==> config.mk <==
export PLATFORM = sky130hd
export DESIGN_NAME = trs_io_top
export DESIGN_NICKNAME = d
export VERILOG_FILES = /design/src/rtl/spi_cmd_pkg.sv /design/src/rtl/trs_bus_pkg.sv /design/src/rtl/spi_byte_link.sv /design/src/rtl/trs_port_decoder.sv /design/src/rtl/cmd_parser.sv /design/src/rtl/cmd_exec.sv /design/src/rtl/esp_handshake.sv /design/src/rtl/bus_responder.sv /design/src/rtl/trs_io_top.sv
export SDC_FILE = /design/constraint.sdc
export NUM_CORES = 1
export LEC_CHECK = 0
export BUFFER_PORTS_ARGS = -buffer_cell sky130_fd_sc_hd__buf_2
export CELL_PAD_IN_SITES_DETAIL_PLACEMENT = 0
export CELL_PAD_IN_SITES_GLOBAL_PLACEMENT = 2
export CORE_AREA = 2 2 161 100
export DETAILED_ROUTE_END_ITERATION = 10
export DIE_AREA = 0 0 163 102
export PLACE_DENSITY = 0.82
export SYNTH_ARGS = -nofsm -noshare
export SYNTH_HDL_FRONTEND = slang
export SYNTH_HIERARCHICAL = 1
export SYNTH_SLANG_ARGS = --single-unit
==> constraint.sdc <==
create_clock -name clk -period 6.3 [get_ports clk]
set_input_delay 0.315 -clock clk [delete_from_list [all_inputs] [get_ports clk]]
set_output_delay 0.315 -clock clk [all_outputs]
set_load 0.1 [all_outputs]
==> src/rtl/spi_cmd_pkg.sv <==
package spi_cmd_pkg;

  // opcodes as sent by the esp
  typedef enum logic [7:0] {
    get_cookie     = 8'd0,
    dbus_read      = 8'd3,
    dbus_write     = 8'd4,
    data_ready     = 8'd5,
    get_version    = 8'd15,
    abus_read      = 8'd18,
    set_led        = 8'd26,
    get_config     = 8'd27,
    set_esp_status = 8'd32
  } cmd_e;

  localparam logic [7:0] cookie        = 8'hAF;
  localparam logic [2:0] version_major = 3'd0;
  localparam logic [4:0] version_minor = 5'd3;

  typedef struct packed {
    logic [4:0] rsvd;
    logic       blue;
    logic       green;
    logic       red;
  } led_cfg_t;

  typedef struct packed {
    logic [3:0] rsvd;
    logic       sd_mounted;
    logic       smb_mounted;
    logic       wifi_up;
    logic       esp_ready;
  } esp_status_t;

  // first parameter byte, meaning depends on opcode
  typedef union packed {
    led_cfg_t    led;
    esp_status_t status;
  } param_u;

  typedef struct packed {
    logic   valid;
    cmd_e   opcode;
    param_u param;
  } cmd_action_t;

  function automatic logic is_known_cmd(logic [7:0] op);
    case (op)
      get_cookie, dbus_read, dbus_write, data_ready, get_version,
      abus_read, set_led, get_config, set_esp_status: return 1'b1;
      default: return 1'b0;
    endcase
  endfunction

  // parameter bytes following the opcode
  function automatic logic [2:0] param_count(cmd_e op);
    case (op)
      dbus_write, set_led, set_esp_status: return 3'd1;
      default: return 3'd0;
    endcase
  endfunction

endpackage

==> src/rtl/trs_bus_pkg.sv <==
package trs_bus_pkg;

  // cpu bus with strobes already turned active high
  typedef struct packed {
    logic [15:0] addr;
    logic        rd;
    logic        wr;
    logic        in;
    logic        out;
  } trs_bus_t;

  localparam logic [7:0]  trs_io_port     = 8'h1F;
  localparam logic [3:0]  frehd_base      = 4'hC;     // C0h-CFh
  localparam logic [15:0] irq_status_base = 16'h37E0; // 37E0h-37E3h

  // status code presented to the esp
  typedef enum logic [3:0] {
    trs_io_in  = 4'h0,
    trs_io_out = 4'h1,
    frehd_in   = 4'h2,
    frehd_out  = 4'h3,
    idle       = 4'hF
  } esp_s_e;

  localparam int esp_req_cycles     = 50;
  localparam int irq_period_default = 2_100_000; // 25 ms at 84 MHz

  typedef struct packed {
    logic trs_io_in;
    logic trs_io_out;
    logic frehd_in;
    logic frehd_out;
    logic irq_rd;
  } port_sel_t;

endpackage

==> src/rtl/spi_byte_link.sv <==
`timescale 1ns/1ns

module spi_byte_link (
  input  logic       clk,
  input  logic       rst_n,
  input  logic       sck,
  input  logic       cs,
  input  logic       mosi,
  input  logic [7:0] reply_byte,
  output logic [7:0] byte_in,
  output logic       byte_valid,
  output logic       miso
);

  logic [2:0] sck_sync;  // two sync flops plus edge history
  logic [1:0] cs_sync;
  logic [1:0] mosi_sync;
  logic       sck_rise;
  logic       sck_fall;
  logic       cs_active;
  logic [2:0] bit_cnt;
  logic [7:0] rx_shift;
  logic [7:0] tx_shift;

  assign sck_rise  = sck_sync[1] & ~sck_sync[2];
  assign sck_fall  = ~sck_sync[1] & sck_sync[2];
  assign cs_active = ~cs_sync[1];

  always_ff @(posedge clk or negedge rst_n) begin
    if (!rst_n) begin
      sck_sync  <= '0;
      cs_sync   <= 2'b11;  // deselected
      mosi_sync <= '0;
    end else begin
      sck_sync  <= {sck_sync[1:0], sck};
      cs_sync   <= {cs_sync[0], cs};
      mosi_sync <= {mosi_sync[0], mosi};
    end
  end

  // mode 0, msb first
  always_ff @(posedge clk or negedge rst_n) begin
    if (!rst_n) begin
      bit_cnt    <= '0;
      rx_shift   <= '0;
      byte_valid <= 1'b0;
    end else begin
      byte_valid <= 1'b0;
      if (!cs_active) begin
        bit_cnt <= '0;
      end else if (sck_rise) begin
        bit_cnt  <= bit_cnt + 3'd1;
        rx_shift <= {rx_shift[6:0], mosi_sync[1]};
        if (bit_cnt == 3'd7) byte_valid <= 1'b1;
      end
    end
  end

  // reload between bytes, shift on falling edges inside a byte
  always_ff @(posedge clk or negedge rst_n) begin
    if (!rst_n) begin
      tx_shift <= '0;
    end else if (bit_cnt == 3'd0) begin
      tx_shift <= reply_byte;
    end else if (sck_fall) begin
      tx_shift <= {tx_shift[6:0], 1'b0};
    end
  end

  assign byte_in = rx_shift;
  assign miso    = cs_active & tx_shift[7];

  a_valid_single: assert property (@(posedge clk) disable iff (!rst_n)
    byte_valid |=> !byte_valid);

endmodule

==> src/rtl/trs_port_decoder.sv <==
`timescale 1ns/1ns

module trs_port_decoder (
  input  logic                   clk,
  input  logic                   rst_n,
  input  trs_bus_pkg::trs_bus_t  bus,
  output trs_bus_pkg::port_sel_t sel,
  output logic                   access,
  output trs_bus_pkg::esp_s_e    esp_s
);

  import trs_bus_pkg::*;

  logic       strobe_any;
  logic [2:0] strobe_sync;
  logic       port_1f;
  logic       port_frehd;

  assign strobe_any = bus.rd | bus.wr | bus.in | bus.out;

  always_ff @(posedge clk or negedge rst_n) begin
    if (!rst_n) begin
      strobe_sync <= '0;
    end else begin
      strobe_sync <= {strobe_sync[1:0], strobe_any};
    end
  end

  assign access = strobe_sync[1] & ~strobe_sync[2];  // one cycle per bus cycle

  assign port_1f    = bus.addr[7:0] == trs_io_port;
  assign port_frehd = bus.addr[7:4] == frehd_base;

  assign sel.trs_io_in  = port_1f & bus.in;
  assign sel.trs_io_out = port_1f & bus.out;
  assign sel.frehd_in   = port_frehd & bus.in;
  assign sel.frehd_out  = port_frehd & bus.out;
  // memory read of the fdc irq status
  assign sel.irq_rd     = (bus.addr[15:2] == irq_status_base[15:2]) & bus.rd;

  always_comb begin
    esp_s = idle;
    if (sel.trs_io_in)       esp_s = trs_io_in;
    else if (sel.trs_io_out) esp_s = trs_io_out;
    else if (sel.frehd_in)   esp_s = frehd_in;
    else if (sel.frehd_out)  esp_s = frehd_out;
  end

  // the esp can only serve one request type per bus cycle
  a_one_esp_sel: assert property (@(posedge clk) disable iff (!rst_n)
    access |-> $onehot0({sel.trs_io_in, sel.trs_io_out, sel.frehd_in, sel.frehd_out}));

endmodule

==> src/rtl/cmd_parser.sv <==
`timescale 1ns/1ns

module cmd_parser (
  input  logic                     clk,
  input  logic                     rst_n,
  input  logic [7:0]               byte_in,
  input  logic                     byte_valid,
  output spi_cmd_pkg::cmd_action_t action
);

  import spi_cmd_pkg::*;

  typedef enum logic {
    idle,
    collect
  } state_e;

  state_e     state;
  cmd_e       op_in;
  cmd_e       opcode_q;
  logic [2:0] left;     // parameter bytes still expected
  logic [7:0] first_q;

  assign op_in = cmd_e'(byte_in);

  always_ff @(posedge clk or negedge rst_n) begin
    if (!rst_n) begin
      state    <= idle;
      opcode_q <= get_cookie;
      left     <= '0;
      first_q  <= '0;
      action   <= '0;
    end else begin
      action.valid <= 1'b0;
      if (byte_valid) begin
        case (state)
          idle: begin
            // unknown opcodes are dropped here
            if (is_known_cmd(byte_in)) begin
              opcode_q <= op_in;
              left     <= param_count(op_in);
              if (param_count(op_in) == 3'd0) begin
                action <= '{valid: 1'b1, opcode: op_in, param: '0};
              end else begin
                state <= collect;
              end
            end
          end
          collect: begin
            if (left == param_count(opcode_q)) first_q <= byte_in;
            if (left == 3'd1) begin
              action <= '{valid: 1'b1,
                          opcode: opcode_q,
                          param: (left == param_count(opcode_q)) ? byte_in : first_q};
              state  <= idle;
            end else begin
              left <= left - 3'd1;
            end
          end
          default: state <= idle;
        endcase
      end
    end
  end

  a_action_after_byte: assert property (@(posedge clk) disable iff (!rst_n)
    action.valid |-> $past(byte_valid));

endmodule

==> src/rtl/cmd_exec.sv <==
`timescale 1ns/1ns

module cmd_exec (
  input  logic                     clk,
  input  logic                     rst_n,
  input  spi_cmd_pkg::cmd_action_t action,
  input  trs_bus_pkg::trs_bus_t    bus,
  input  logic [7:0]               d_in,
  input  logic [3:0]               conf,
  input  logic                     ready_clear,
  output logic [7:0]               reply_byte,
  output logic [7:0]               trs_data,
  output logic                     data_ready,
  output spi_cmd_pkg::led_cfg_t    led_rgb,
  output logic                     esp_ready
);

  import spi_cmd_pkg::*;

  esp_status_t esp_status;

  always_ff @(posedge clk or negedge rst_n) begin
    if (!rst_n) begin
      reply_byte <= '0;
      trs_data   <= '0;
      led_rgb    <= '0;
      esp_status <= '0;
    end else if (action.valid) begin
      case (action.opcode)
        get_cookie:     reply_byte <= cookie;
        get_version:    reply_byte <= {version_major, version_minor};
        get_config:     reply_byte <= {4'b0000, ~conf};  // dip switches are active low
        dbus_read:      reply_byte <= d_in;
        abus_read:      reply_byte <= bus.addr[7:0];
        dbus_write:     trs_data   <= action.param;
        set_led:        led_rgb    <= action.param.led;
        set_esp_status: esp_status <= action.param.status;
        default: ;
      endcase
    end
  end

  // cpu access to 1Fh wins over a new data_ready
  always_ff @(posedge clk or negedge rst_n) begin
    if (!rst_n) begin
      data_ready <= 1'b0;
    end else if (ready_clear) begin
      data_ready <= 1'b0;
    end else if (action.valid && action.opcode == spi_cmd_pkg::data_ready) begin
      data_ready <= 1'b1;
    end
  end

  assign esp_ready = esp_status.esp_ready;

endmodule

==> src/rtl/esp_handshake.sv <==
`timescale 1ns/1ns

module esp_handshake (
  input  logic                   clk,
  input  logic                   rst_n,
  input  logic                   access,
  input  trs_bus_pkg::port_sel_t sel,
  input  logic                   esp_done,
  output logic                   esp_req,
  output logic                   wait_out,
  output logic                   esp_sel
);

  import trs_bus_pkg::*;

  logic [$clog2(esp_req_cycles+1)-1:0] req_cnt;
  logic [2:0] done_sync;
  logic       done_rise;
  logic       esp_hit;

  assign esp_sel   = sel.trs_io_in | sel.trs_io_out | sel.frehd_in | sel.frehd_out;
  assign esp_hit   = access & esp_sel;
  assign done_rise = done_sync[1] & ~done_sync[2];

  always_ff @(posedge clk or negedge rst_n) begin
    if (!rst_n) begin
      req_cnt   <= '0;
      wait_out  <= 1'b0;
      done_sync <= '0;
    end else begin
      done_sync <= {done_sync[1:0], esp_done};
      if (esp_hit) req_cnt <= $bits(req_cnt)'(esp_req_cycles);
      else if (req_cnt != '0) req_cnt <= req_cnt - 1'b1;
      // hold the cpu until the esp has answered
      if (esp_hit) wait_out <= 1'b1;
      else if (done_rise) wait_out <= 1'b0;
    end
  end

  assign esp_req = req_cnt != '0;

  a_req_in_wait: assert property (@(posedge clk) disable iff (!rst_n)
    esp_req |-> wait_out);

endmodule

==> src/rtl/bus_responder.sv <==
`timescale 1ns/1ns

module bus_responder #(
  parameter int irq_period = trs_bus_pkg::irq_period_default
) (
  input  logic                   clk,
  input  logic                   rst_n,
  input  logic                   access,
  input  trs_bus_pkg::trs_bus_t  bus,
  input  trs_bus_pkg::port_sel_t sel,
  input  logic [7:0]             trs_data,
  input  logic                   data_ready,
  output logic [7:0]             d_out,
  output logic                   dbus_en,
  output logic                   dbus_dir,
  output logic                   irq,
  output logic                   ready_clear
);

  logic [$clog2(irq_period)-1:0] irq_cnt;
  logic       irq_tick;
  logic [7:0] irq_data;
  logic       esp_rd;

  assign irq_tick = irq_cnt == $bits(irq_cnt)'(irq_period - 1);

  always_ff @(posedge clk or negedge rst_n) begin
    if (!rst_n) begin
      irq_cnt <= '0;
    end else if (irq_tick) begin
      irq_cnt <= '0;
    end else begin
      irq_cnt <= irq_cnt + 1'b1;
    end
  end

  // status read clears INT, also when the timer fires in the same cycle
  always_ff @(posedge clk or negedge rst_n) begin
    if (!rst_n) begin
      irq      <= 1'b0;
      irq_data <= '0;
    end else if (access && sel.irq_rd) begin
      irq      <= 1'b0;
      irq_data <= {irq, 1'b0, ~data_ready, 5'b00000};
    end else if (irq_tick) begin
      irq <= 1'b1;
    end
  end

  assign ready_clear = access & (sel.trs_io_in | sel.trs_io_out);
  assign esp_rd      = sel.trs_io_in | sel.frehd_in;  // byte from the esp

  always_comb begin
    d_out = '0;
    if (bus.rd || bus.in) begin
      if (esp_rd)          d_out = trs_data;
      else if (sel.irq_rd) d_out = irq_data;
    end
  end

  // transceiver enable, active low
  assign dbus_en  = ~(bus.wr | bus.out | esp_rd | sel.irq_rd);
  assign dbus_dir = ~(bus.rd | bus.in);  // low drives toward the cpu

endmodule

==> src/rtl/trs_io_top.sv <==
`timescale 1ns/1ns

module trs_io_top #(
  parameter int irq_period = trs_bus_pkg::irq_period_default
) (
  input  logic                clk,
  input  logic                rst_n,
  input  logic [15:0]         a,
  input  logic                rd_n,
  input  logic                wr_n,
  input  logic                in_n,
  input  logic                out_n,
  input  logic [7:0]          d_in,
  output logic [7:0]          d_out,
  output logic                dbus_en,
  output logic                dbus_dir,
  input  logic                cs,
  input  logic                sck,
  input  logic                mosi,
  output logic                miso,
  output trs_bus_pkg::esp_s_e esp_s,
  output logic                esp_req,
  input  logic                esp_done,
  output logic                int_out,
  output logic                wait_out,
  input  logic [3:0]          conf,
  output logic [3:0]          led,
  output logic                led_red,
  output logic                led_green,
  output logic                led_blue
);

  import trs_bus_pkg::*;
  import spi_cmd_pkg::*;

  trs_bus_t    bus;
  port_sel_t   sel;
  cmd_action_t action;
  led_cfg_t    led_rgb;
  logic        access;
  logic [7:0]  byte_in;
  logic        byte_valid;
  logic [7:0]  reply_byte;
  logic [7:0]  trs_data;
  logic        data_ready;
  logic        ready_clear;
  logic        esp_ready;
  logic        esp_sel;

  assign bus = '{addr: a, rd: ~rd_n, wr: ~wr_n, in: ~in_n, out: ~out_n};

  trs_port_decoder u_dec (
    .clk(clk), .rst_n(rst_n), .bus(bus), .sel(sel), .access(access), .esp_s(esp_s)
  );

  spi_byte_link u_link (
    .clk(clk), .rst_n(rst_n), .sck(sck), .cs(cs), .mosi(mosi), .reply_byte(reply_byte),
    .byte_in(byte_in), .byte_valid(byte_valid), .miso(miso)
  );

  cmd_parser u_parser (
    .clk(clk), .rst_n(rst_n), .byte_in(byte_in), .byte_valid(byte_valid), .action(action)
  );

  cmd_exec u_exec (
    .clk(clk), .rst_n(rst_n), .action(action), .bus(bus), .d_in(d_in), .conf(conf),
    .ready_clear(ready_clear), .reply_byte(reply_byte), .trs_data(trs_data),
    .data_ready(data_ready), .led_rgb(led_rgb), .esp_ready(esp_ready)
  );

  esp_handshake u_hs (
    .clk(clk), .rst_n(rst_n), .access(access), .sel(sel), .esp_done(esp_done),
    .esp_req(esp_req), .wait_out(wait_out), .esp_sel(esp_sel)
  );

  bus_responder #(.irq_period(irq_period)) u_resp (
    .clk(clk), .rst_n(rst_n), .access(access), .bus(bus), .sel(sel), .trs_data(trs_data),
    .data_ready(data_ready), .d_out(d_out), .dbus_en(dbus_en), .dbus_dir(dbus_dir),
    .irq(int_out), .ready_clear(ready_clear)
  );

  assign led       = {esp_ready, data_ready, esp_sel, wait_out};
  assign led_red   = led_rgb.red;
  assign led_green = led_rgb.green;
  assign led_blue  = led_rgb.blue;

endmodule

== Word-level counts from Yosys, hierarchy flattened ==
Cells that the tools add are included.
Operators by class
  reduce and logical (&&, ||, !) cells: 27
  bitwise gates (word level): 37
  $add $sub $neg: 4
  equal/unequal tests: 31
  multiplexer cells: 49
Operators with widths (number)
  17-bit 2-to-1 mux: 4
  8-bit by 5-bit equality test with 1-bit output, second input constant: 8
  8-bit 2-to-1 mux: 6
  8-bit by 3-bit equality test with 1-bit output, second input constant: 5
  8-bit case mux with 5 select lines: 1
  17-bit case mux with 2 select lines: 1
  3-bit 2-to-1 mux: 11
  8-bit by 6-bit equality test with 1-bit output, second input constant: 3
  22-bit by 1-bit adder with 22-bit output, second input constant: 1
  22-bit equality test, second input constant: 1
  22-bit 2-to-1 mux: 1
  1-bit 2-to-1 mux: 17
  8-bit by 2-bit equality test with 1-bit output, second input constant: 2
  8-bit by 4-bit equality test with 1-bit output, second input constant: 2
  8-bit zero test: 2
  4-bit 2-to-1 mux: 4
  14-bit by 12-bit equality test with 1-bit output, second input constant: 1
  1-bit NOT: 13
  1-bit bitwise AND: 12
  6-bit 2-to-1 mux: 2
  2-bit nonzero test: 6
  1-bit OR: 11
  2-bit AND reduction: 5
  3-bit AND reduction: 3
  20 further kinds: 26
Word-level totals
  input bits: 38
  bits in registers: 123
  output and inout bits: 25
  logic and storage cells: 176

== Depth between registers and ports, before layout ==
  word-level depth: 13
  depth in mapped cells: 8

== By module ==
Netlist, hierarchy kept.
By module, submodules not included
  cmd_parser: cells an instance 170, instances 1, area an instance 1965.6 um^2
  cmd_exec: cells an instance 109, instances 1, area an instance 1331.3 um^2
  bus_responder: cells an instance 118, instances 1, area an instance 1242.4 um^2
  spi_byte_link: cells an instance 80, instances 1, area an instance 1126.1 um^2
  esp_handshake: cells an instance 40, instances 1, area an instance 464.2 um^2
  trs_port_decoder: cells an instance 28, instances 1, area an instance 232.7 um^2
  trs_io_top: cells an instance 8, instances 1, area an instance 45.0 um^2

== Worst setup path after synthesis ==
Ideal clock, no wire load.
  kind: input port to output port
  start: in a[4]
  end: out dbus_en
  path slack: 1.956 ns
  path buffers: 0
  cell stages on the path: 4
  data arrival time: 4.029 ns
  data required time: 5.985 ns
  cell sequence: nor4b_2 and3b_1 nor2_1 nor4b_1
RTL lines
  start: declaration: RTL line trs_io_top.sv:8  | input logic [15:0] a,
  end: declaration: RTL line trs_io_top.sv:15  | output logic dbus_en,

==> metrics.md <==
| Metric | Value |
|---|---|
| Internal | 1.641 mW |
| Vias in the first global route | 4161 |
| WHS Path Cells | 1 |
| Via count | 4283 |
| Final TNS setup | 0 ps |
| Share of layout cells above drive strength 1 | 0.2443 |
| Starting Density | 0.4121 |
| Net Sw Power | 0.6048 mW |
| CTS tree | done |
| Slew Viols, Final | 0 |
| Hpwl dp | 9661 um |
| I/O Pins | 63 |
| Final Worst Setup Slack | 3455 ps |
| Root Driver | clkbuf_16 |
| Tmin final | 2845 ps |
| Unrepaired setup endpoints after global routing | no |
| Syn avg cell area | 11.47 um^2 |
| Type of origin of the critical path | primary input |
| Crit path arrival time | 2530 ps |
| H-tree Lvls | 4 |
| CP endpoint kind | output port |
| IO buf count | 62 |
| Synth Cell Area | 6226 um^2 |
| CP cell instances | buf_2 -> nand4_1 -> nor4b_2 -> and3b_1 -> nor2_1 -> nor2_1 -> and2_1 -> buf_2 |
| Max Cap Violations | 0 |
| Final period util | 0.4517 |
| Drt first pass iters | 4 |
| Clk sinks | 123 |
| WL final | 13720 um |
| Pin count of the biggest net entering global routing | 76 |
| Pwr Density | 309.1 nW/um^2 |
| Inserted Diodes | 0 |
| Actual slew at the worst max-slew pin | 939.0 ps |
| Clk pin slew, worst setup/hold paths | 60 ps |
| Clock Latency Late Sink | 410 ps |
| Nets | 651 |
| Clock power share | 0.466 |
| Hold Fails Final Rpt | 0 |
| Most frequent cells in the layout | dfrtp_1 (121), buf_2 (61), nor2_1 (46) |
| Drt initial violations | 261 |
| CP Data Required Time | 5980 ps |
| # rows | 35 |
| Peak VDD IR | 0.1551 mV |
| Clock Path Buffers | 2 |
| Post-route ant nets | 0 |
| Antenna violations before repair | 0 |
| P&R area growth vs syn | 16.68% |
| Worst path max stage delay | 460 ps |
| Post-Synthesis Cells | 543 |
| Synth warnings | 6 |
| Max-slew headroom | 0.3740 |
| Syn Nets | 589 |
| Leak | 3.290 nW |
| Logic pwr share | 0.122 |
| Pre-CTS WS | 3484 ps |
| GRT overflow | 0 |
| Average routed wire per standard cell | 16.71 um |
| Total CTS buffers | 17 |
| Setup Skew | 11.89 ps |
| Die ar. | 16630 um^2 |
| Fmax | 0.3514 GHz |
| First-pass GRT wire length | 22300 um |
| Vias/cell | 5.217 |
| Crit Path Class | in -> out |
| Switch share | 0.2693 |
| Crit path max fanout | 6 |
| Final setup vio count | 0 |
| DRC Markers | 0 |
| Routability cong. | 0.8272 |
| Status | finished clean |
| Post-CTS setup buffer count | 0 |
| Die W | 163 um |
| FF-to-FF path depth | 6 |
| Seq pwr share | 0.412 |
| Die height | 102 um |
| Core area | 15110 um^2 |
| Critical path's slowest cell | nor4b_2 |
| Hold Path Class | in -> reg |
| Commonest non-fill, non-tap cell in the layout | dfrtp_1 |
| GRT Util Overall | 0.1732 |
## stage by stage
step	instance area (um^2)	util	total power, mW	hold slack (ps)	cells
after floorplan	6226	-	1.149	19.41	543
after global routing	7264	0.4808	2.347	0.8732	821
after global placement	6589	0.4361	1.196	334.2	785
final	7264	0.4808	2.246	25.34	821
after CTS	7264	0.4808	2.266	5.318	821
after detailed placement	6589	0.4361	1.211	334.7	785
## per-layer routing
metal  wire, um  vias to the layer above  part of all wire  track usage
met3        629                       13             0.046      0.04667
met5          0                        -                 0            0
met1       7385                     2117              0.54       0.2682
met2       5576                       87              0.41       0.2353
li1           -                     2066                 -            -
met4        127                        0            0.0093      0.04697
## critical path, delay by kind of cell
| family | cells | cell delay [ps] |
|---|---|---|
| AND/OR/NAND/NOR | 6 | 1680 |
| buffers and inverters | 2 | 530 |
## worst paths after layout
check	slack, ps	to	start
min reg2reg	350	u_link/mosi_sync[1]$_DFF_PN0_	u_link/mosi_sync[0]$_DFF_PN0_
max	3450	d_out[2]	a[1]
max reg2reg	3910	u_parser/first_q[1]$_DFFE_PN0P_	u_parser/opcode_q[4]$_DFFE_PN0P_
min	30	u_hs/done_sync[0]$_DFF_PN0_	esp_done
min in group asynchronous	470	u_hs/req_cnt[3]$_DFFE_PN0P_	rst_n
max in group asynchronous	4440	u_parser/first_q[5]$_DFFE_PN0P_	rst_n
## registers in the layout, summed over array words and instances (netlist names), 2 cells and up
signal / count
u_dec/strobe_sync: 3
u_exec/led_rgb: 3
u_exec/reply_byte: 8
u_exec/trs_data: 8
u_hs/done_sync: 3
u_hs/req_cnt: 6
u_link/bit_cnt: 3
u_link/byte_in: 8
u_link/cs_sync: 2
u_link/mosi_sync: 2
u_link/sck_sync: 3
u_link/tx_shift: 8
u_parser/action: 17
u_parser/first_q: 8
u_parser/left: 3
u_parser/opcode_q: 8
u_resp/irq_cnt: 22
u_resp/irq_data: 2
## final cells by class
| type | instances | area, um^2 |
|---|---|---|
| fill | 1373 | 7844 |
| sequential | 123 | 3080 |
| multi-input combinational | 374 | 2851 |
| clock buffer | 19 | 442.9 |
| timing repair buffer | 67 | 360.3 |
| tap | 203 | 254.0 |
| clock inverter | 13 | 192.7 |
| inverter | 22 | 82.58 |
## timing repair
action                                 in CTS  in global routing
resized for setup                           0                  0
hold buffers                                4                  0
endpoints found under the hold margin      49                  0
## power by group through the flow
| stage | Combinational [mW] | Sequential [mW] | Clock (mW) |
|---|---|---|---|
| floorplan | 0.256 | 0.894 | 0 |
| global placement | 0.262 | 0.934 | 0 |
| detailed placement | 0.271 | 0.940 | 0 |
| CTS | 0.273 | 0.927 | 1.07 |
| global route | 0.303 | 0.939 | 1.10 |
| finish | 0.274 | 0.926 | 1.05 |
Power figures use the tool's default switching activity.
